===== src/logic/standby_settings.svh =====
// Standby target settings: data widths and register reset defaults
`ifndef STANDBY_SETTINGS_SVH
`define STANDBY_SETTINGS_SVH

`define STBY_TIMER_W 20
`define STBY_WORD_W 32

`define STBY_STATIC_ADDR_RST 7'h22
// Dynamic address starts out not valid
`define STBY_DYN_ADDR_RST 7'h5A

`define STBY_T_FREE_RST 20'd40
`define STBY_T_IDLE_RST 20'd80
`define STBY_T_AVAIL_RST 20'd160

`endif


===== src/logic/standby_pkg.sv =====
// Standby target types: engine states, register selector and shared buses
`include "standby_settings.svh"

package standby_pkg;

  typedef enum logic [2:0] {
    IDLE,
    ADDR,
    ADDR_ACK,
    RX_BYTE,
    RX_ACK,
    TX_BYTE,
    TX_ACK
  } target_state_e;

  typedef enum logic [2:0] {
    REG_CTRL    = 3'd0,
    REG_ADDR    = 3'd1,
    REG_T_FREE  = 3'd2,
    REG_T_IDLE  = 3'd3,
    REG_T_AVAIL = 3'd4,
    REG_STATUS  = 3'd5
  } reg_addr_e;

  typedef struct packed {
    logic                     enable;
    logic [6:0]               static_addr;
    logic [6:0]               dyn_addr;
    logic                     dyn_addr_valid;
    logic [`STBY_TIMER_W-1:0] t_bus_free;
    logic [`STBY_TIMER_W-1:0] t_bus_idle;
    logic [`STBY_TIMER_W-1:0] t_bus_available;
  } standby_cfg_t;

  typedef struct packed {
    logic start;
    logic stop;
    logic scl_rise;
    logic scl_fall;
    logic sda;
  } bus_cond_t;

  typedef struct packed {
    logic busy;
    logic free;
    logic idle;
    logic available;
  } bus_state_t;

  typedef struct packed {
    logic cmd_complete;
    logic nack;
    logic read_cmd;
    logic rx_overflow;
  } target_evt_t;

endpackage


===== src/logic/bus_monitor.sv =====
// Bus monitor: synchronizes SCL and SDA and flags START, STOP and SCL edges
`timescale 1ns/1ns

module bus_monitor (
  input  logic                   clk_i,
  input  logic                   rst_n_i,
  input  logic                   enable_i,
  input  logic                   scl_i,
  input  logic                   sda_i,
  output standby_pkg::bus_cond_t cond_o
);

  logic [1:0] scl_sync_q;
  logic [1:0] sda_sync_q;
  logic       scl_prev_q;
  logic       sda_prev_q;
  logic       scl_s;
  logic       sda_s;

  assign scl_s = scl_sync_q[1];
  assign sda_s = sda_sync_q[1];

  // Lines rest high, so no edge is seen out of reset
  always_ff @(posedge clk_i or negedge rst_n_i) begin
    if (!rst_n_i) begin
      scl_sync_q <= 2'b11;
      sda_sync_q <= 2'b11;
      scl_prev_q <= 1'b1;
      sda_prev_q <= 1'b1;
      cond_o     <= '{start: 1'b0, stop: 1'b0, scl_rise: 1'b0, scl_fall: 1'b0, sda: 1'b1};
    end else begin
      scl_sync_q <= {scl_sync_q[0], scl_i};
      sda_sync_q <= {sda_sync_q[0], sda_i};
      scl_prev_q <= scl_s;
      sda_prev_q <= sda_s;
      // SDA moving while SCL stays high
      cond_o.start    <= enable_i && scl_s && scl_prev_q && sda_prev_q && !sda_s;
      cond_o.stop     <= enable_i && scl_s && scl_prev_q && !sda_prev_q && sda_s;
      cond_o.scl_rise <= enable_i && scl_s && !scl_prev_q;
      cond_o.scl_fall <= enable_i && !scl_s && scl_prev_q;
      cond_o.sda      <= sda_s;
    end
  end

  a_start_stop_exclusive: assert property (
    @(posedge clk_i) disable iff (!rst_n_i) !(cond_o.start && cond_o.stop)
  ) else $error("bus_monitor: START and STOP flagged together");

endmodule


===== src/logic/bus_timers.sv =====
// Bus timers: count quiet cycles after STOP and raise free, idle and available
`timescale 1ns/1ns
`include "standby_settings.svh"

module bus_timers (
  input  logic                      clk_i,
  input  logic                      rst_n_i,
  input  standby_pkg::standby_cfg_t cfg_i,
  input  standby_pkg::bus_cond_t    cond_i,
  output standby_pkg::bus_state_t   state_o
);

  logic [`STBY_TIMER_W-1:0] cnt_q;
  logic                     busy_q;

  always_ff @(posedge clk_i or negedge rst_n_i) begin
    if (!rst_n_i) begin
      cnt_q  <= '0;
      busy_q <= 1'b0;
    end else if (cond_i.stop) begin
      cnt_q  <= '0;
      busy_q <= 1'b0;
    end else if (cond_i.start) begin
      busy_q <= 1'b1;
    end else if (!busy_q && (cnt_q != '1)) begin
      // Saturates at the top
      cnt_q <= cnt_q + 1'b1;
    end
  end

  assign state_o.busy      = busy_q;
  assign state_o.free      = !busy_q && (cnt_q >= cfg_i.t_bus_free);
  assign state_o.idle      = !busy_q && (cnt_q >= cfg_i.t_bus_idle);
  assign state_o.available = !busy_q && (cnt_q >= cfg_i.t_bus_available);

  // Holds while the limits are set free <= idle <= available
  a_level_order: assert property (
    @(posedge clk_i) disable iff (!rst_n_i)
    (state_o.available -> state_o.idle) && (state_o.idle -> state_o.free)
  ) else $error("bus_timers: bus levels out of order");

endmodule


===== src/logic/standby_regs.sv =====
// Standby registers: enable, addresses, bus timer limits and status read-back
`timescale 1ns/1ns
`include "standby_settings.svh"

module standby_regs (
  input  logic                      clk_i,
  input  logic                      rst_n_i,
  input  logic                      reg_we_i,
  input  standby_pkg::reg_addr_e    reg_addr_i,
  input  logic [`STBY_WORD_W-1:0]   reg_wdata_i,
  output logic [`STBY_WORD_W-1:0]   reg_rdata_o,
  input  standby_pkg::bus_state_t   bus_state_i,
  output standby_pkg::standby_cfg_t cfg_o
);

  standby_pkg::standby_cfg_t cfg_q;

  always_ff @(posedge clk_i or negedge rst_n_i) begin
    if (!rst_n_i) begin
      cfg_q.enable          <= 1'b0;
      cfg_q.static_addr     <= `STBY_STATIC_ADDR_RST;
      cfg_q.dyn_addr        <= `STBY_DYN_ADDR_RST;
      cfg_q.dyn_addr_valid  <= 1'b0;
      cfg_q.t_bus_free      <= `STBY_T_FREE_RST;
      cfg_q.t_bus_idle      <= `STBY_T_IDLE_RST;
      cfg_q.t_bus_available <= `STBY_T_AVAIL_RST;
    end else if (reg_we_i) begin
      case (reg_addr_i)
        standby_pkg::REG_CTRL: cfg_q.enable <= reg_wdata_i[0];
        standby_pkg::REG_ADDR: begin
          cfg_q.static_addr    <= reg_wdata_i[6:0];
          cfg_q.dyn_addr       <= reg_wdata_i[14:8];
          cfg_q.dyn_addr_valid <= reg_wdata_i[15];
        end
        standby_pkg::REG_T_FREE:  cfg_q.t_bus_free      <= reg_wdata_i[`STBY_TIMER_W-1:0];
        standby_pkg::REG_T_IDLE:  cfg_q.t_bus_idle      <= reg_wdata_i[`STBY_TIMER_W-1:0];
        standby_pkg::REG_T_AVAIL: cfg_q.t_bus_available <= reg_wdata_i[`STBY_TIMER_W-1:0];
        // STATUS is read only
        default: ;
      endcase
    end
  end

  always_comb begin
    reg_rdata_o = '0;
    case (reg_addr_i)
      standby_pkg::REG_CTRL: reg_rdata_o[0] = cfg_q.enable;
      standby_pkg::REG_ADDR: begin
        reg_rdata_o[6:0]  = cfg_q.static_addr;
        reg_rdata_o[14:8] = cfg_q.dyn_addr;
        reg_rdata_o[15]   = cfg_q.dyn_addr_valid;
      end
      standby_pkg::REG_T_FREE:  reg_rdata_o[`STBY_TIMER_W-1:0] = cfg_q.t_bus_free;
      standby_pkg::REG_T_IDLE:  reg_rdata_o[`STBY_TIMER_W-1:0] = cfg_q.t_bus_idle;
      standby_pkg::REG_T_AVAIL: reg_rdata_o[`STBY_TIMER_W-1:0] = cfg_q.t_bus_available;
      // busy, free, idle, available from bit 3 down
      standby_pkg::REG_STATUS:  reg_rdata_o[3:0] = bus_state_i;
      default: ;
    endcase
  end

  assign cfg_o = cfg_q;

endmodule


===== src/logic/target_fsm.sv =====
// Target engine: address match, ACK, byte receive and byte transmit on the bus
`timescale 1ns/1ns

module target_fsm (
  input  logic                      clk_i,
  input  logic                      rst_n_i,
  input  standby_pkg::standby_cfg_t cfg_i,
  input  standby_pkg::bus_cond_t    cond_i,
  output logic                      sda_o,
  output logic                      rx_byte_valid_o,
  output logic [7:0]                rx_byte_o,
  output logic                      tx_byte_req_o,
  input  logic [7:0]                tx_byte_i,
  output logic                      xfer_end_o,
  output standby_pkg::target_evt_t  evt_o
);

  standby_pkg::target_state_e state_q;
  logic [7:0] rx_sr_q;
  logic [7:0] tx_sr_q;
  logic [3:0] bit_cnt_q;
  logic       rnw_q;
  logic       addressed_q;
  logic       load_tx_q;
  logic       addr_match;

  assign addr_match = (rx_sr_q[7:1] == cfg_i.static_addr) ||
                      (cfg_i.dyn_addr_valid && (rx_sr_q[7:1] == cfg_i.dyn_addr));

  always_ff @(posedge clk_i or negedge rst_n_i) begin
    if (!rst_n_i) begin
      state_q         <= standby_pkg::IDLE;
      rx_sr_q         <= '0;
      tx_sr_q         <= '1;
      bit_cnt_q       <= '0;
      rnw_q           <= 1'b0;
      addressed_q     <= 1'b0;
      load_tx_q       <= 1'b0;
      sda_o           <= 1'b1;
      rx_byte_valid_o <= 1'b0;
      rx_byte_o       <= '0;
      tx_byte_req_o   <= 1'b0;
      xfer_end_o      <= 1'b0;
      evt_o           <= '0;
    end else begin
      rx_byte_valid_o <= 1'b0;
      tx_byte_req_o   <= 1'b0;
      xfer_end_o      <= 1'b0;
      evt_o           <= '0;
      // Byte answer arrives the cycle after the request
      load_tx_q <= tx_byte_req_o;
      if (load_tx_q) begin
        tx_sr_q <= tx_byte_i;
      end

      if (!cfg_i.enable) begin
        state_q     <= standby_pkg::IDLE;
        sda_o       <= 1'b1;
        addressed_q <= 1'b0;
      end else if (cond_i.stop) begin
        state_q <= standby_pkg::IDLE;
        sda_o   <= 1'b1;
        if (addressed_q) begin
          xfer_end_o         <= 1'b1;
          evt_o.cmd_complete <= 1'b1;
        end
        addressed_q <= 1'b0;
      end else if (cond_i.start) begin
        // Also taken on repeated START
        state_q   <= standby_pkg::ADDR;
        sda_o     <= 1'b1;
        bit_cnt_q <= '0;
      end else begin
        case (state_q)
          standby_pkg::ADDR, standby_pkg::RX_BYTE: begin
            if (cond_i.scl_rise && (bit_cnt_q != 4'd8)) begin
              rx_sr_q   <= {rx_sr_q[6:0], cond_i.sda};
              bit_cnt_q <= bit_cnt_q + 4'd1;
            end else if (cond_i.scl_fall && (bit_cnt_q == 4'd8)) begin
              if (state_q == standby_pkg::RX_BYTE) begin
                sda_o           <= 1'b0;
                rx_byte_valid_o <= 1'b1;
                rx_byte_o       <= rx_sr_q;
                state_q         <= standby_pkg::RX_ACK;
              end else if (addr_match) begin
                sda_o          <= 1'b0;
                rnw_q          <= rx_sr_q[0];
                addressed_q    <= 1'b1;
                evt_o.read_cmd <= rx_sr_q[0];
                tx_byte_req_o  <= rx_sr_q[0];
                state_q        <= standby_pkg::ADDR_ACK;
              end else begin
                state_q <= standby_pkg::IDLE;
              end
            end
          end
          standby_pkg::ADDR_ACK: begin
            if (cond_i.scl_fall) begin
              bit_cnt_q <= '0;
              if (rnw_q) begin
                sda_o   <= tx_sr_q[7];
                tx_sr_q <= {tx_sr_q[6:0], 1'b1};
                state_q <= standby_pkg::TX_BYTE;
              end else begin
                sda_o   <= 1'b1;
                state_q <= standby_pkg::RX_BYTE;
              end
            end
          end
          standby_pkg::RX_ACK: begin
            if (cond_i.scl_fall) begin
              sda_o     <= 1'b1;
              bit_cnt_q <= '0;
              state_q   <= standby_pkg::RX_BYTE;
            end
          end
          standby_pkg::TX_BYTE: begin
            if (cond_i.scl_rise) begin
              bit_cnt_q <= bit_cnt_q + 4'd1;
            end else if (cond_i.scl_fall && (bit_cnt_q == 4'd8)) begin
              sda_o   <= 1'b1;
              state_q <= standby_pkg::TX_ACK;
            end else if (cond_i.scl_fall) begin
              sda_o   <= tx_sr_q[7];
              tx_sr_q <= {tx_sr_q[6:0], 1'b1};
            end
          end
          standby_pkg::TX_ACK: begin
            if (cond_i.scl_rise && cond_i.sda) begin
              evt_o.nack <= 1'b1;
              state_q    <= standby_pkg::IDLE;
            end else if (cond_i.scl_rise) begin
              tx_byte_req_o <= 1'b1;
            end else if (cond_i.scl_fall) begin
              // Controller ACKed, start the next byte
              sda_o     <= tx_sr_q[7];
              tx_sr_q   <= {tx_sr_q[6:0], 1'b1};
              bit_cnt_q <= '0;
              state_q   <= standby_pkg::TX_BYTE;
            end
          end
          default: ;
        endcase
      end
    end
  end

  a_sda_drive_states: assert property (
    @(posedge clk_i) disable iff (!rst_n_i)
    !sda_o |-> state_q inside {standby_pkg::ADDR_ACK, standby_pkg::RX_ACK, standby_pkg::TX_BYTE}
  ) else $error("target_fsm: SDA pulled low outside an ACK or data phase");

endmodule


===== src/logic/byte_flow.sv =====
// Byte flow: packs RX bytes into queue words and splits TX queue words into bytes
`timescale 1ns/1ns
`include "standby_settings.svh"

module byte_flow (
  input  logic                    clk_i,
  input  logic                    rst_n_i,
  input  logic                    rx_byte_valid_i,
  input  logic [7:0]              rx_byte_i,
  input  logic                    xfer_end_i,
  input  logic                    tx_byte_req_i,
  output logic [7:0]              tx_byte_o,
  output logic                    rx_queue_wvalid_o,
  input  logic                    rx_queue_wready_i,
  output logic [`STBY_WORD_W-1:0] rx_queue_wdata_o,
  input  logic                    tx_queue_rvalid_i,
  output logic                    tx_queue_rready_o,
  input  logic [`STBY_WORD_W-1:0] tx_queue_rdata_i,
  output logic                    overflow_o
);

  localparam int unsigned bytes_per_word = `STBY_WORD_W / 8;
  localparam int unsigned idx_w = $clog2(bytes_per_word);

  logic [`STBY_WORD_W-1:0] rx_word_q;
  logic [`STBY_WORD_W-1:0] rx_word_next;
  logic [`STBY_WORD_W-1:0] tx_word_q;
  logic [idx_w-1:0]        rx_idx_q;
  logic [idx_w-1:0]        tx_idx_q;
  logic                    rx_push;
  logic                    rx_load;
  logic                    tx_fetch;

  always_comb begin
    rx_word_next = rx_word_q;
    rx_word_next[8*rx_idx_q +: 8] = rx_byte_i;
  end

  // Word complete, or a partial word flushed at STOP
  assign rx_push = (rx_byte_valid_i && (rx_idx_q == idx_w'(bytes_per_word - 1))) ||
                   (xfer_end_i && (rx_idx_q != '0));
  // Dropped while the held word is still waiting
  assign rx_load = rx_push && !(rx_queue_wvalid_o && !rx_queue_wready_i);

  always_ff @(posedge clk_i or negedge rst_n_i) begin
    if (!rst_n_i) begin
      rx_idx_q          <= '0;
      rx_word_q         <= '0;
      rx_queue_wvalid_o <= 1'b0;
      overflow_o        <= 1'b0;
    end else begin
      overflow_o <= rx_push && !rx_load;
      if (rx_push) begin
        rx_idx_q  <= '0;
        rx_word_q <= '0;
      end else if (rx_byte_valid_i) begin
        rx_idx_q  <= rx_idx_q + 1'b1;
        rx_word_q <= rx_word_next;
      end
      if (rx_load) begin
        rx_queue_wvalid_o <= 1'b1;
      end else if (rx_queue_wready_i) begin
        rx_queue_wvalid_o <= 1'b0;
      end
    end
  end

  always_ff @(posedge clk_i) begin
    if (rx_load) begin
      rx_queue_wdata_o <= rx_byte_valid_i ? rx_word_next : rx_word_q;
    end
  end

  // New TX word pulled when the byte index is back at zero
  assign tx_fetch          = tx_byte_req_i && (tx_idx_q == '0);
  assign tx_queue_rready_o = tx_fetch;

  always_ff @(posedge clk_i or negedge rst_n_i) begin
    if (!rst_n_i) begin
      tx_idx_q <= '0;
    end else if (xfer_end_i) begin
      tx_idx_q <= '0;
    end else if (tx_byte_req_i && !(tx_fetch && !tx_queue_rvalid_i)) begin
      tx_idx_q <= tx_idx_q + 1'b1;
    end
  end

  always_ff @(posedge clk_i) begin
    if (tx_fetch && tx_queue_rvalid_i) begin
      tx_word_q <= tx_queue_rdata_i;
    end
    if (tx_fetch) begin
      // Empty queue reads as all ones on the bus
      tx_byte_o <= tx_queue_rvalid_i ? tx_queue_rdata_i[7:0] : 8'hFF;
    end else if (tx_byte_req_i) begin
      tx_byte_o <= tx_word_q[8*tx_idx_q +: 8];
    end
  end

  a_rx_word_held: assert property (
    @(posedge clk_i) disable iff (!rst_n_i)
    rx_queue_wvalid_o && !rx_queue_wready_i |=> rx_queue_wvalid_o && $stable(rx_queue_wdata_o)
  ) else $error("byte_flow: RX word changed before it was accepted");

endmodule


===== src/logic/controller_standby_i3c.sv =====
// Standby I3C/I2C target front end: registers, bus monitor, timers, engine, byte flow
`timescale 1ns/1ns
`include "standby_settings.svh"

module controller_standby_i3c (
  input  logic                     clk_i,
  input  logic                     rst_n_i,

  input  logic                     reg_we_i,
  input  standby_pkg::reg_addr_e   reg_addr_i,
  input  logic [`STBY_WORD_W-1:0]  reg_wdata_i,
  output logic [`STBY_WORD_W-1:0]  reg_rdata_o,

  // Open-drain bus, SDA pull-down active low
  input  logic                     ctrl_scl_i,
  input  logic                     ctrl_sda_i,
  output logic                     ctrl_sda_o,

  output logic                     rx_queue_wvalid_o,
  input  logic                     rx_queue_wready_i,
  output logic [`STBY_WORD_W-1:0]  rx_queue_wdata_o,

  input  logic                     tx_queue_rvalid_i,
  output logic                     tx_queue_rready_o,
  input  logic [`STBY_WORD_W-1:0]  tx_queue_rdata_i,

  output standby_pkg::target_evt_t evt_o
);

  standby_pkg::standby_cfg_t cfg;
  standby_pkg::bus_cond_t    bus_cond;
  standby_pkg::bus_state_t   bus_state;
  standby_pkg::target_evt_t  fsm_evt;

  logic       rx_byte_valid;
  logic [7:0] rx_byte;
  logic       tx_byte_req;
  logic [7:0] tx_byte;
  logic       xfer_end;
  logic       rx_overflow;

  standby_regs xstandby_regs (
    .clk_i       (clk_i),
    .rst_n_i     (rst_n_i),
    .reg_we_i    (reg_we_i),
    .reg_addr_i  (reg_addr_i),
    .reg_wdata_i (reg_wdata_i),
    .reg_rdata_o (reg_rdata_o),
    .bus_state_i (bus_state),
    .cfg_o       (cfg)
  );

  bus_monitor xbus_monitor (
    .clk_i    (clk_i),
    .rst_n_i  (rst_n_i),
    .enable_i (cfg.enable),
    .scl_i    (ctrl_scl_i),
    .sda_i    (ctrl_sda_i),
    .cond_o   (bus_cond)
  );

  bus_timers xbus_timers (
    .clk_i   (clk_i),
    .rst_n_i (rst_n_i),
    .cfg_i   (cfg),
    .cond_i  (bus_cond),
    .state_o (bus_state)
  );

  target_fsm xtarget_fsm (
    .clk_i           (clk_i),
    .rst_n_i         (rst_n_i),
    .cfg_i           (cfg),
    .cond_i          (bus_cond),
    .sda_o           (ctrl_sda_o),
    .rx_byte_valid_o (rx_byte_valid),
    .rx_byte_o       (rx_byte),
    .tx_byte_req_o   (tx_byte_req),
    .tx_byte_i       (tx_byte),
    .xfer_end_o      (xfer_end),
    .evt_o           (fsm_evt)
  );

  byte_flow xbyte_flow (
    .clk_i             (clk_i),
    .rst_n_i           (rst_n_i),
    .rx_byte_valid_i   (rx_byte_valid),
    .rx_byte_i         (rx_byte),
    .xfer_end_i        (xfer_end),
    .tx_byte_req_i     (tx_byte_req),
    .tx_byte_o         (tx_byte),
    .rx_queue_wvalid_o (rx_queue_wvalid_o),
    .rx_queue_wready_i (rx_queue_wready_i),
    .rx_queue_wdata_o  (rx_queue_wdata_o),
    .tx_queue_rvalid_i (tx_queue_rvalid_i),
    .tx_queue_rready_o (tx_queue_rready_o),
    .tx_queue_rdata_i  (tx_queue_rdata_i),
    .overflow_o        (rx_overflow)
  );

  // Overflow comes from the RX packer, the rest from the engine
  always_comb begin
    evt_o             = fsm_evt;
    evt_o.rx_overflow = rx_overflow;
  end

endmodule


===== config.mk =====
export PLATFORM = sky130hd
export DESIGN_NAME = controller_standby_i3c
export DESIGN_NICKNAME = d
export VERILOG_FILES = /design/src/logic/standby_pkg.sv /design/src/logic/bus_monitor.sv /design/src/logic/bus_timers.sv /design/src/logic/standby_regs.sv /design/src/logic/target_fsm.sv /design/src/logic/byte_flow.sv /design/src/logic/controller_standby_i3c.sv
export VERILOG_INCLUDE_DIRS = /design/src /design/src/logic
export SDC_FILE = /design/constraint.sdc
export NUM_CORES = 1
export LEC_CHECK = 0
export BUFFER_PORTS_ARGS = -buffer_cell sky130_fd_sc_hd__buf_4
export CAP_MARGIN = 40
export CORE_MARGIN = 2
export CORE_UTILIZATION = 54
export DETAILED_ROUTE_END_ITERATION = 12
export HOLD_SLACK_MARGIN = 0.02
export PLACE_DENSITY = 0.82
export SYNTH_ARGS = -nofsm -noshare
export SYNTH_HDL_FRONTEND = slang
export SYNTH_HIERARCHICAL = 1
export SYNTH_SLANG_ARGS = --single-unit

===== constraint.sdc =====
create_clock -name clk_i -period 2.9 [get_ports clk_i]
set_clock_uncertainty 0.2 [all_clocks]
set_input_delay 0.58 -clock clk_i [delete_from_list [all_inputs] [get_ports clk_i]]
set_output_delay 0.58 -clock clk_i [all_outputs]
set_load 0.005 [all_outputs]

======== Yosys cells after proc, flatten, opt, wreduce, memory -nomap -nowiden ========
Index checks and enable logic that the tools add are counted.
operators by class
  bitwise gates (word level) .............. 4
  $add $sub $neg .......................... 5
  shift operators ......................... 3
  order comparisons ....................... 3
  multiplexer cells ....................... 108
  equality and inequality tests ........... 40
  reductions and logical operators ........ 63
operators with widths
  kind                                                   count
  two-way mux 8 bit                                      14
  two-way mux 32 bit                                     2
  >= comparator 20 bit                                   3
  two-way mux 20 bit                                     3
  two-way mux 1 bit                                      49
  two-way mux 3 bit                                      15
  negation 5 -> 34 bit                                   1
  variable shift 8 x 34 -> 32 bit, first input constant  1
  indexed part select 8 x 34 -> 32 bit                   1
  bitwise mux 32 bit                                     1
  case mux 8 bit (4 select lines)                        1
  indexed part select 32 x 6 -> 8 bit                    1
  inequality test 5 bit, second input constant           6
  case mux 3 bit (5 select lines)                        2
  logical AND 1 bit                                      26
  two-way mux 4 bit                                      6
  case mux 8 bit (3 select lines)                        1
  adder 20 x 1 -> 20 bit, second input constant          1
  inequality test 20 bit, second input constant          1
  inequality test 3 bit, second input constant           6
  AND reduction 9 bit                                    2
  case mux 4 bit (4 select lines)                        1
  == test 3 bit, second input constant                   5
  == test 7 bit                                          2
  34 further kinds                                       75
word-level totals
  bits of input ports ..................... 74
  word-level logic and storage cells ...... 266
  output and inout port bits .............. 71
  bits in registers ....................... 258

======== Depth between registers and ports, before layout ========
  word-level depth ........................ 11
  gate-level depth with buffers ........... 10
  gate-level depth less buffers ........... 10

======== By module ========
Netlist, hierarchy kept.
modules (own cells, without submodules)
  module                  area an instance (um^2)  seq. area each (um^2)  cells each  instances
  byte_flow               4388.0                   3113.0                 294         1
  standby_regs            3563.4                   1916.8                 258         1
  bus_timers              2608.8                   525.5                  325         1
  target_fsm              2351.0                   1012.2                 218         1
  bus_monitor             315.3                    257.7                  18          1
  controller_standby_i3c  7.5                      0.0                    1           1

======== Worst setup path before layout ========
No wires, ideal clock.
  kind .................................... register -> register
  from .................................... register xbyte_flow.rx_idx_q[0]
  to ...................................... register xbyte_flow.rx_queue_wdata_o[0], enable pin
  path buffers ............................ 1
  path slack .............................. 0.162 ns
  setup time .............................. 0.392 ns
  stages on the path, launching flop included .. 7
  arrival ................................. 2.146 ns
  period minus slack after synthesis ...... 2.738 ns
  required time ........................... 2.308 ns
  path through ............................ dfrtp_1 > inv_2 > ha_1 > nor2b_1 > a21o_1 > buf_2 > and2_1
between the ends
  longest elaborated chain between the ends .. 4
  elaborated cells on any way between the ends .. 6
  classes of those cells .................. eq/ne (1); reduce/logical (5)
RTL lines
  what                                                 line                              source
  start, declared                                      byte_flow.sv:28                   logic [idx_w-1:0] rx_idx_q;
  start signal, assigned                               byte_flow.sv:57                   rx_idx_q <= rx_idx_q + 1'b1;
  == test 2 bit or nonzero test 2 bit (tied branches)  byte_flow.sv:40, byte_flow.sv:41
  logical AND 1 bit, on equally long branches          byte_flow.sv:40, byte_flow.sv:41
  logical OR 1 bit (*)                                 byte_flow.sv:40                   assign rx_push = (rx_byte_valid_i && (rx_idx_q == idx_w'(bytes_per_word - 1))) ||
  logical AND 1 bit (*)                                byte_flow.sv:43                   assign rx_load = rx_push && !(rx_queue_wvalid_o && !rx_queue_wready_i);
  via xbyte_flow.rx_load                               byte_flow.sv:31                   logic rx_load;
  end signal, assigned                                 byte_flow.sv:70                   rx_queue_wdata_o <= rx_byte_valid_i ? rx_word_next : rx_word_q;
  end, declared                                        byte_flow.sv:15                   output logic [`STBY_WORD_W-1:0] rx_queue_wdata_o,
Mark *: on every way through the listed nets, which the timed path passes. The rest lies on a longest branch.
A chain may end at the register's enable or synchronous reset.

==> flow_summary.json <==
{
  "outcome": "finished with violations",
  "violations": "setup timing",
  "place_area_sq_um": 14600,
  "cts_sinks": 257,
  "min_path_type": "in2reg",
  "hold_ws_ns": 0.0334,
  "diodes": 0,
  "timing.fmax_ghz": 0.295,
  "rows": 57,
  "period_minus_slack_ns": 3.39,
  "initial_utilization_pct": 54.7,
  "max_stage_delay_ns": 0.54,
  "ant_nets": 0,
  "setup_viol": 3,
  "grt_pass1_wl_um": 48700,
  "io_buffers": 120,
  "dp.cells": 1549,
  "worstPathArrival_ns": 2.61,
  "clock_path_buffers": 3,
  "worstPathCellList": "inv_2 -> ha_4 -> nand4_1 -> o31ai_2 -> a21oi_2 -> o22ai_1 -> mux2i_1 -> a211o_1 -> o21ai_1 -> buf_4",
  "setup.worst_path.end_class": "primary output",
  "globalRouteOverflowTotal": 0,
  "clk_pin_slew_ns": 0.06,
  "rsz0062_at_grt": "true",
  "dieArea_sq_um": 25800,
  "gp_congestion": 0.874,
  "timing.rr.start": "xbyte_flow/rx_idx_q[0]$_DFFE_PN0P_",
  "avgViaCountPerCell": 5.73,
  "start_kind": "flip-flop",
  "slew_headroom_pct": 46.9,
  "reg2regPathDepth": 6,
  "slowest_stage": "dfstp_2",
  "path_class": "reg2out",
  "final_common_cell": "buf_4",
  "r2r-end": "xbyte_flow/rx_queue_wdata_o[16]$_DFFE_PP_",
  "fp.dieW_um": 160,
  "detail_route.wl_per_cell_um": 18.9,
  "netlist_area_sq_um": 13200,
  "slew_violations": 0,
  "dp_hpwl_um": 21100,
  "clk_latency_ns": 0.52,
  "core_area_sq_um": 24200,
  "wl_um": 30400,
  "grt_usage_pct": 23.5,
  "grt_max_degree": 65,
  "p_leak_nw": 7.30,
  "syn_to_final_growth_pct": 19.7,
  "dieHeight_um": 160,
  "antenna_found_initial": 0,
  "cts_buffers": 27,
  "instances_no_fill": 1613,
  "ir_drop_mv": 0.477,
  "grt_pass1_vias": 9282,
  "synth_cells": 1112,
  "drive_gt1_share_pct": 31.2,
  "root_buffer": "clkbuf_16",
  "place_ws_ns": -0.108,
  "finalPower_mw": 9.85,
  "min_to": "xbyte_flow/tx_word_q[5]$_DFFE_PP_",
  "ys.warnings.count": 6,
  "fin_area_sq_um": 15800,
  "r2r_slack_ns": 0.46,
  "cts_tree": "built",
  "fin_nets": 1412,
  "hold_viol_final": 0,
  "crit_fanout": 3,
  "drt-pass1-iter-count": 5,
  "layout_common_cells": "158 x buf_4, 157 x dfrtp_1, 87 x mux2_2, 82 x nand2_1, 72 x edfxtp_1",
  "ctsHtreeMaxLevel": 1,
  "finalCritPeriodShare_pct": 117,
  "setup_ws_ns": -0.492,
  "drtIter0Drc": 600,
  "syn-mean-instance-area_sq_um": 11.9,
  "worstMarginPinSlew_ns": 0.794,
  "powerDensity_nw_per_um2": 623,
  "drc": 0,
  "worstPathRequired_ns": 2.12,
  "via_count": 9240,
  "hp-start": "tx_queue_rdata_i[5]",
  "min_path_cells": 1,
  "cap_violations": 0,
  "io_pins": 145
}
[metal layers]
metal | GRT usage, % | vias up | wire [um]
met5 | 0 | - | 0
met4 | 7.17 | 0 | 777
met3 | 3.28 | 53 | 1770
met2 | 40.1 | 333 | 15200
met1 | 31.5 | 4563 | 12700
li1 | - | 4291 | -
[state kept, by name, summed over array words and instances, names as in the netlist, 2 cells and up]
register and cells:
xbus_monitor/cond_o 5, xbus_timers/cnt_q 20, xbyte_flow/rx_word_q 32, xbus_monitor/scl_sync_q 2, xstandby_regs/cfg_o 76, xbyte_flow/tx_idx_q 2, xtarget_fsm/tx_sr_q 8, xtarget_fsm/evt_o 3
xbyte_flow/tx_byte_o 8, xtarget_fsm/rx_sr_q 8, xbyte_flow/rx_idx_q 2, xtarget_fsm/bit_cnt_q 4, xbus_monitor/sda_sync_q 2, xtarget_fsm/rx_byte_o 8, xbyte_flow/rx_queue_wdata_o 32, xbyte_flow/tx_word_q 32
xtarget_fsm/state_q 3
[final cells by class]
cell class              instances  area (sq um)
fillers                      1793          8360
repair buffers                178          1450
inverters                      73           274
well taps                     324           405
clock buffers                  34           722
clock inverters                15           186
flip-flops and latches        257          6830
multi-input cells             732          5960
[worst max-delay path: cells and delay by family (launching register included)]
family                   cells  cell delay, ns
adder cells (fa/ha/maj)      1            0.26
flip-flops                   1            0.54
AND/OR/NAND/NOR              1            0.13
buffers and inverters        2            0.18
AO/OA/AOI/OAI                5            0.88
multiplexers                 1            0.10
[timing repair]
| item | CTS | global route |
|---|---|---|
| pin swaps | 23 | 18 |
| resized for setup | 21 | 13 |
| setup buffers | 4 | 1 |
| setup endpoints to repair | 3 | 3 |
| hold endpoints to repair | 53 | 4 |
| hold buffers | 6 | 4 |
[power breakdown]
part	internal [mW]	total [mW]	switching, mW	leakage [nW]
clock	2.12	3.53	1.41	0.435
combinational	0.996	1.96	0.965	3.79
sequential	4.05	4.36	0.312	3.07
total	7.16	9.85	2.69	7.30
[stage by stage]
| stage | TNS [ns] | utilization (%) |
|---|---|---|
| after floorplan | 0 | - |
| after global placement | -0.0419 | 60.4 |
| after detailed placement | -0.180 | 60.4 |
| after CTS | -1.46 | 64.9 |
| after global routing | -1.55 | 65.4 |
| final | -1.34 | 65.4 |
[how the worst max path moves through the flow]
stage,startpoint,end,slack [ns],cells after the start
finish,xstandby_regs/cfg_o[26]$_DFFE_PN1P_,reg_rdata_o[1],-0.49,10
global route,xstandby_regs/cfg_o[25]$_DFFE_PN0P_,reg_rdata_o[1],-0.57,11
CTS,xstandby_regs/cfg_o[26]$_DFFE_PN1P_,reg_rdata_o[1],-0.52,10
detailed placement,xstandby_regs/cfg_o[26]$_DFFE_PN1P_,reg_rdata_o[1],-0.11,10
global placement,xstandby_regs/cfg_o[26]$_DFFE_PN1P_,reg_rdata_o[1],-0.04,10
floorplan,xbyte_flow/rx_idx_q[0]$_DFFE_PN0P_,xbyte_flow/rx_queue_wdata_o[0]$_DFFE_PP_,0.16,6
No activity file was read; power rests on OpenSTA's default activity.
